### src/common/tile_req_pkg.sv
// request opcode encoding and crossbar output port index
// with a helper that sorts opcodes onto the read or write path

package tile_req_pkg;

  // opcode of a core request
  typedef enum logic [1:0] {
    OP_READ  = 2'b00,
    OP_WRITE = 2'b01,
    OP_AMO   = 2'b10
  } req_op_e;

  // crossbar output port number
  // port 0 is the local port, ports 1 and up leave the tile
  localparam int unsigned PortIdxWidth = 3;

  typedef logic [PortIdxWidth-1:0] port_idx_t;

  // writes and atomics share the write/atomic ports
  function automatic logic op_takes_write_path(req_op_e op);
    logic is_write;
    is_write = 1'b0;
    case (op)
      OP_WRITE: is_write = 1'b1;
      OP_AMO:   is_write = 1'b1;
      default:  is_write = 1'b0;
    endcase
    return is_write;
  endfunction

endpackage : tile_req_pkg

### src/common/tile_cfg_pkg.sv
// address, group and bank layout types of the tile
// shared by the request-steering RTL and its testbench

package tile_cfg_pkg;

  // word address as seen by the tile interconnect
  localparam int unsigned AddrWidth = 32;

  typedef logic [AddrWidth-1:0] addr_t;

  // group number inside the cluster
  // compared against the group field of a prescrambled address
  localparam int unsigned GroupIdWidth = 2;

  typedef logic [GroupIdWidth-1:0] group_id_t;

  // index of a core inside the tile
  // also sizes the rotating priority pointer of the port allocator
  localparam int unsigned CoreIdxWidth = 2;

  typedef logic [CoreIdxWidth-1:0] core_idx_t;

endpackage : tile_cfg_pkg
### src/verilog/core_tile_id_remapper.sv
// request-steering front end of one tile
// bank remap of DMA, slave and core addresses plus core crossbar port selection

`timescale 1ns/1ps

module core_tile_id_remapper
  import tile_cfg_pkg::*;
  import tile_req_pkg::*;
#(
  parameter int unsigned NumCoresPerTile            = 4,
  parameter int unsigned NumRemoteReqPortsPerTile   = 5,
  parameter int unsigned NumRdRemoteReqPortsPerTile = 2,
  parameter int unsigned NumWrRemoteReqPortsPerTile = 2,
  parameter int unsigned NumBanksPerTile            = 16,
  parameter int unsigned NumTilesPerGroup           = 4,
  parameter int unsigned TCDMAddrMemWidth           = 8,
  parameter int unsigned ByteOffset                 = 2,
  parameter bit          SpmBankIdRemap             = 1'b0,
  parameter bit          DynamicPortAlloc           = 1'b0
) (
  input  logic                                    clk_i,
  input  logic                                    rst_n_i,
  input  group_id_t                               group_id_i,
  input  addr_t                                   dma_tgt_addr_i,
  input  addr_t     [NumRemoteReqPortsPerTile-1:0] slave_tgt_addr_i,
  input  addr_t     [NumCoresPerTile-1:0]          core_tgt_addr_i,
  input  addr_t     [NumCoresPerTile-1:0]          core_prescramble_addr_i,
  input  logic      [NumCoresPerTile-1:0]          core_valid_i,
  input  logic      [NumCoresPerTile-1:0]          core_ready_i,
  input  req_op_e   [NumCoresPerTile-1:0]          core_op_i,
  output addr_t                                   dma_tgt_addr_o,
  output addr_t     [NumRemoteReqPortsPerTile-1:0] slave_tgt_addr_o,
  output addr_t     [NumCoresPerTile-1:0]          core_tgt_addr_o,
  output port_idx_t [NumCoresPerTile-1:0]          core_port_sel_o
);

  logic      remote_hsk;
  core_idx_t priority_q;

  // DMA target address
  spm_bank_remapper #(
    .NumAddrs         (1),
    .NumBanksPerTile  (NumBanksPerTile),
    .TCDMAddrMemWidth (TCDMAddrMemWidth),
    .SpmBankIdRemap   (SpmBankIdRemap)
  ) u_dma_remapper (
    .addr_i (dma_tgt_addr_i),
    .addr_o (dma_tgt_addr_o)
  );

  // one address per remote slave port
  spm_bank_remapper #(
    .NumAddrs         (NumRemoteReqPortsPerTile),
    .NumBanksPerTile  (NumBanksPerTile),
    .TCDMAddrMemWidth (TCDMAddrMemWidth),
    .SpmBankIdRemap   (SpmBankIdRemap)
  ) u_slave_remapper (
    .addr_i (slave_tgt_addr_i),
    .addr_o (slave_tgt_addr_o)
  );

  // local payload address of each core
  spm_bank_remapper #(
    .NumAddrs         (NumCoresPerTile),
    .NumBanksPerTile  (NumBanksPerTile),
    .TCDMAddrMemWidth (TCDMAddrMemWidth),
    .SpmBankIdRemap   (SpmBankIdRemap)
  ) u_core_remapper (
    .addr_i (core_tgt_addr_i),
    .addr_o (core_tgt_addr_o)
  );

  rr_priority_counter #(
    .NumCoresPerTile (NumCoresPerTile)
  ) u_priority (
    .clk_i      (clk_i),
    .rst_n_i    (rst_n_i),
    .advance_i  (remote_hsk),
    .priority_o (priority_q)
  );

  remote_port_allocator #(
    .NumCoresPerTile            (NumCoresPerTile),
    .NumRemoteReqPortsPerTile   (NumRemoteReqPortsPerTile),
    .NumRdRemoteReqPortsPerTile (NumRdRemoteReqPortsPerTile),
    .NumWrRemoteReqPortsPerTile (NumWrRemoteReqPortsPerTile),
    .NumBanksPerTile            (NumBanksPerTile),
    .NumTilesPerGroup           (NumTilesPerGroup),
    .ByteOffset                 (ByteOffset),
    .DynamicPortAlloc           (DynamicPortAlloc)
  ) u_port_alloc (
    .group_id_i         (group_id_i),
    .prescramble_addr_i (core_prescramble_addr_i),
    .valid_i            (core_valid_i),
    .ready_i            (core_ready_i),
    .op_i               (core_op_i),
    .priority_i         (priority_q),
    .port_sel_o         (core_port_sel_o),
    .remote_hsk_o       (remote_hsk)
  );

endmodule : core_tile_id_remapper

### src/port_alloc/remote_port_allocator.sv
// per-core crossbar output port selection for the tile
// static split by core index, or rotating dynamic allocation of spare ports

`timescale 1ns/1ps

module remote_port_allocator
  import tile_cfg_pkg::*;
  import tile_req_pkg::*;
#(
  parameter int unsigned NumCoresPerTile            = 4,
  parameter int unsigned NumRemoteReqPortsPerTile   = 5,
  parameter int unsigned NumRdRemoteReqPortsPerTile = 2,
  parameter int unsigned NumWrRemoteReqPortsPerTile = 2,
  parameter int unsigned NumBanksPerTile            = 16,
  parameter int unsigned NumTilesPerGroup           = 4,
  parameter int unsigned ByteOffset                 = 2,
  parameter bit          DynamicPortAlloc           = 1'b0
) (
  input  group_id_t                      group_id_i,
  input  addr_t     [NumCoresPerTile-1:0] prescramble_addr_i,
  input  logic      [NumCoresPerTile-1:0] valid_i,
  input  logic      [NumCoresPerTile-1:0] ready_i,
  input  req_op_e   [NumCoresPerTile-1:0] op_i,
  input  core_idx_t                      priority_i,
  output port_idx_t [NumCoresPerTile-1:0] port_sel_o,
  output logic                           remote_hsk_o
);

  // group field sits above the byte offset, bank index and tile index
  localparam int unsigned GroupLsb =
      ByteOffset + $clog2(NumBanksPerTile) + $clog2(NumTilesPerGroup);

  // every port but the local one can be handed out
  localparam int unsigned NumSparePorts = NumRemoteReqPortsPerTile - 1;

  group_id_t [NumCoresPerTile-1:0] tgt_group_id;
  logic      [NumCoresPerTile-1:0] is_local;
  logic      [NumCoresPerTile-1:0] remote_valid;
  logic      [NumCoresPerTile-1:0] remote_hsk;
  port_idx_t [NumCoresPerTile-1:0] static_port;
  port_idx_t [NumCoresPerTile-1:0] dyn_port;

  for (genvar c = 0; c < NumCoresPerTile; c++) begin : gen_core
    assign tgt_group_id[c] = prescramble_addr_i[c][GroupLsb +: GroupIdWidth];
    assign is_local[c]     = (tgt_group_id[c] == group_id_i);
    assign remote_valid[c] = valid_i[c] & ~is_local[c];
    assign remote_hsk[c]   = remote_valid[c] & ready_i[c];

    // reads fill ports 1.., writes and atomics the ports after them
    assign static_port[c] = op_takes_write_path(op_i[c]) ?
        port_idx_t'(1 + NumRdRemoteReqPortsPerTile + (c % NumWrRemoteReqPortsPerTile)) :
        port_idx_t'(1 + (c % NumRdRemoteReqPortsPerTile));
  end

  // scan the active remote cores from the priority pointer, wrapping
  // the first ones found get the spare ports in order, the rest stay static
  always_comb begin
    int unsigned core_sel;
    int unsigned rank;
    dyn_port = static_port;
    rank     = 0;
    for (int unsigned i = 0; i < NumCoresPerTile; i++) begin
      core_sel = (priority_i + i) % NumCoresPerTile;
      if (remote_valid[core_sel] && (rank < NumSparePorts)) begin
        dyn_port[core_sel] = port_idx_t'(1 + rank);
        rank++;
      end
    end
  end

  for (genvar c = 0; c < NumCoresPerTile; c++) begin : gen_sel
    if (DynamicPortAlloc) begin : gen_dynamic
      assign port_sel_o[c] = is_local[c] ? '0 : dyn_port[c];
    end else begin : gen_static
      assign port_sel_o[c] = is_local[c] ? '0 : static_port[c];
    end
  end

  // any accepted request leaving the tile moves the priority on
  assign remote_hsk_o = |remote_hsk;

endmodule : remote_port_allocator

### src/port_alloc/rr_priority_counter.sv
// rotating priority pointer for dynamic remote port allocation
// steps once per cycle with an accepted remote request

`timescale 1ns/1ps

module rr_priority_counter
  import tile_cfg_pkg::*;
#(
  parameter int unsigned NumCoresPerTile = 4
) (
  input  logic      clk_i,
  input  logic      rst_n_i,
  input  logic      advance_i,
  output core_idx_t priority_o
);

  core_idx_t priority_q;
  core_idx_t priority_d;

  // wrap from the last core back to core 0
  assign priority_d = (priority_q == core_idx_t'(NumCoresPerTile - 1)) ? '0 : priority_q + 1'b1;

  always_ff @(posedge clk_i or negedge rst_n_i) begin
    if (!rst_n_i) begin
      priority_q <= '0;
    end else if (advance_i) begin
      priority_q <= priority_d;
    end
  end

  assign priority_o = priority_q;

endmodule : rr_priority_counter

### src/verilog/spm_bank_remapper.sv
// combinational bank-index remap for a vector of scratchpad word addresses
// bank bits become (bank + row bits above them) mod bank count when enabled

`timescale 1ns/1ps

module spm_bank_remapper
  import tile_cfg_pkg::*;
#(
  parameter int unsigned NumAddrs         = 1,
  parameter int unsigned NumBanksPerTile  = 16,
  parameter int unsigned TCDMAddrMemWidth = 8,
  parameter bit          SpmBankIdRemap   = 1'b0
) (
  input  addr_t [NumAddrs-1:0] addr_i,
  output addr_t [NumAddrs-1:0] addr_o
);

  localparam int unsigned BankIdxWidth = $clog2(NumBanksPerTile);

  // only as many row bits as fit into the bank index take part in the sum
  localparam int unsigned ShiftWidth =
      (TCDMAddrMemWidth < BankIdxWidth) ? TCDMAddrMemWidth : BankIdxWidth;

  typedef logic [BankIdxWidth-1:0] bank_t;

  for (genvar a = 0; a < NumAddrs; a++) begin : gen_addr
    bank_t bank_id;
    bank_t bank_id_remapped;

    assign bank_id = addr_i[a][BankIdxWidth-1:0];

    if (SpmBankIdRemap) begin : gen_remap
      bank_t                 row_offset;
      logic [BankIdxWidth:0] bank_sum;

      // row bits right above the bank field, zero extended
      assign row_offset = bank_t'(addr_i[a][BankIdxWidth +: ShiftWidth]);

      // one extra bit keeps the carry so the modulo sees the full sum
      assign bank_sum = bank_id + row_offset;

      assign bank_id_remapped = bank_t'(bank_sum % NumBanksPerTile);
    end else begin : gen_no_remap
      assign bank_id_remapped = bank_id;
    end

    // row and upper bits pass through untouched
    assign addr_o[a] = {addr_i[a][AddrWidth-1:BankIdxWidth], bank_id_remapped};
  end

endmodule : spm_bank_remapper

### config.mk
export PLATFORM = sky130hd
export DESIGN_NAME = core_tile_id_remapper
export DESIGN_NICKNAME = d
export VERILOG_FILES = /design/src/common/tile_req_pkg.sv /design/src/common/tile_cfg_pkg.sv /design/src/verilog/core_tile_id_remapper.sv /design/src/port_alloc/remote_port_allocator.sv /design/src/port_alloc/rr_priority_counter.sv /design/src/verilog/spm_bank_remapper.sv
export SDC_FILE = /design/constraint.sdc
export NUM_CORES = 1
export LEC_CHECK = 0
export BUFFER_PORTS_ARGS = -buffer_cell sky130_fd_sc_hd__buf_2
export CAP_MARGIN = 10
export CORE_AREA = 5 5 310 312
export DETAILED_ROUTE_END_ITERATION = 6
export DIE_AREA = 0 0 315 317
export GPL_TIMING_DRIVEN = 1
export PLACE_DENSITY = 0.3
export SLEW_MARGIN = 15
export SYNTH_ARGS = -nofsm -noshare
export SYNTH_HDL_FRONTEND = slang
export SYNTH_SLANG_ARGS = --single-unit
### constraint.sdc
create_clock -name vclk -period 1.1
set_input_delay 0.11 -clock vclk [all_inputs]
set_output_delay 0.11 -clock vclk [all_outputs]
set_load 0.02 [all_outputs]
==> flow_summary.yaml <==
power:
  leakage_nw: 0.162
  ir_worst_vdd_mv: 0.116
  power_density_mw_per_mm2: 115
setup_path:
  path_cells: "buf_2 > xnor2_1 > a21oi_1 > buf_2"
  cp.arrival_ps: 790
  cpMostUsedCell: "buf_2"
  start_kind: "primary input"
  required_ps: 990
  cp-end-kind: "output port"
  worstSetupPathType: "primary input to output port"
  critical_path.top_delay_family: "buffers and inverters"
  crit_fanout: 4
  slowest_delay_ps: 190
  worst-path-buf-inv: 2
  cpMaxStageDelayCell: "buf_2"
floorplanning:
  start_util: 0.0280
  die_y_um: 317
  core_mm2: 0.0928
  num_rows: 112
  io_pins: 800
  die_w_um: 315
  dieArea_mm2: 0.0999
drt:
  drc: 0
  num_vias: 797
  drt_iter0_drc: 10
  ant_nets: 0
  firstDrtPassIters: 3
  postRouteWirelength_mm: 33.7
  vias_per_cell: 0.611
  routedWlPerCell_um: 25.8
logic_synthesis:
  synth_top_area_share: 0.938
  synth-seq-area-share: 0
  synth_largest_area_cell: "buf_4"
  ys_types: 8
  yosys_warnings: 0
  yosys-top-cells-area: "buf_4 94%, xnor2_1 3.4%, a21oi_1 0.77%"
  avgSynthCellArea_um2: 7.47
  synthCells: 347
  synthesis.area_mm2: 0.00259
global_route:
  grt.busiest_layer: "met3"
  grt_use_met3: 0.136
  grt_use_total: 0.0620
  first_global_vias: 927
  grt_max_degree: 5
  grt_overflow_total: 0
  grt.met1_usage: 0.00177
  grt_use_met2: 0.0980
  grt_pass1_wl_mm: 34.7
  grt_antenna_before_repair: 0
clock_network:
  cts-resized-gates: 0
  ctsHoldBuffers: 0
  cts_setup_buffers: 0
timing:
  finalCritPeriodShare: 0.817
  rsz0062_at_grt: "no"
  finalMaxSlewViolations: 0
  finalHoldViolCount: 0
  fmax_mhz: 1110
  setup-tns-final_ps: 0
  finalSetupViolations: 0
  layout_min_cycle_time_ps: 899
final_layout:
  antennaDiodeCount: 0
  final_area_mm2: 0.00186
  drive_gt1_frac: 0.520
  seq_cells: 0
  register_area_um2: 0
  clkbuf_count: 0
  final_nets: 520
  area_growth_pct: -28.2
worst_hold_path:
  min_path_type: "primary input to output port"
placed_design:
  dpl_cell_area_mm2: 0.00186
  port-buffer-count: 26
  gp_routability_congestion: 0.564
  dp_hpwl_mm: 32.7
outcome:
  outcome: "complete, no violations"
flow_run:
  max_cap_violations: 0
## cells in the final DEF, fill, tap and decap left out
cell and count:
a21boi_1 2, conb_1 4, buf_2 26, a21oi_1 4, xor2_1 2, nand2_1 2, xnor2_1 10
## kinds of logic (layout without fill, tap and decap cells)
| logic type | count (synthesis) | after routing | share of synthesized area |
|---|---|---|---|
| AO/OA/AOI/OAI | 6 | 6 | 0.0135 |
| AND/OR/NAND/NOR | 2 | 2 | 0.00290 |
| buffers and inverters | 326 | 26 | 0.942 |
| other | 1 | 4 | 0.00145 |
| XOR/XNOR | 12 | 12 | 0.0405 |
## power by group
part | switching [mW] | leakage [nW] | internal (mW)
clock | 0 | 0 | 0
sequential | 0 | 0 | 0
combinational | 0.129 | 0.162 | 0.0845
total | 0.129 | 0.162 | 0.0845
## final timing paths
kind | startpoint | slack (ps) | end | cells past startpoint
max | group_id_i[1] | 200 | core_port_sel_o[4] | 4
min | core_tgt_addr_i[23] | 220 | core_tgt_addr_o[23] | 0
## cell usage after synthesis (all sizes together)
master,n
xnor2,10
conb,1
clkbuf,2
a21boi,2
nand2,2
xor2,2
a21oi,4
buf,324
## metal layers
layer	part of all wire	up-vias
li1	-	123
met1	0.011	164
met2	0.44	328
met3	0.47	182
met4	0.085	0
met5	0	-
## stage by stage
step | utilization | setup slack, ps | instances | power [mW] | hold slack [ps]
3_5_place_dp | 0.0201 | 186 | 1304 | 0.218 | 220
2_1_floorplan | - | 231 | 350 | 1.84 | 333
5_1_grt | 0.0201 | 105 | 1304 | 0.231 | 220
4_1_cts | 0.0201 | 181 | 1304 | 0.219 | 220
6_report | 0.0201 | 201 | 1304 | 0.214 | 220
3_3_place_gp | 0.0201 | 182 | 1304 | 0.220 | 220
## final cells by class
type	count	area [um2]
Timing Repair Buffer	26	130
Tap cell	1254	1570
Multi-Input combinational cell	24	163
Fill cell	11200	90900
(Power assumes the default switching activity.)
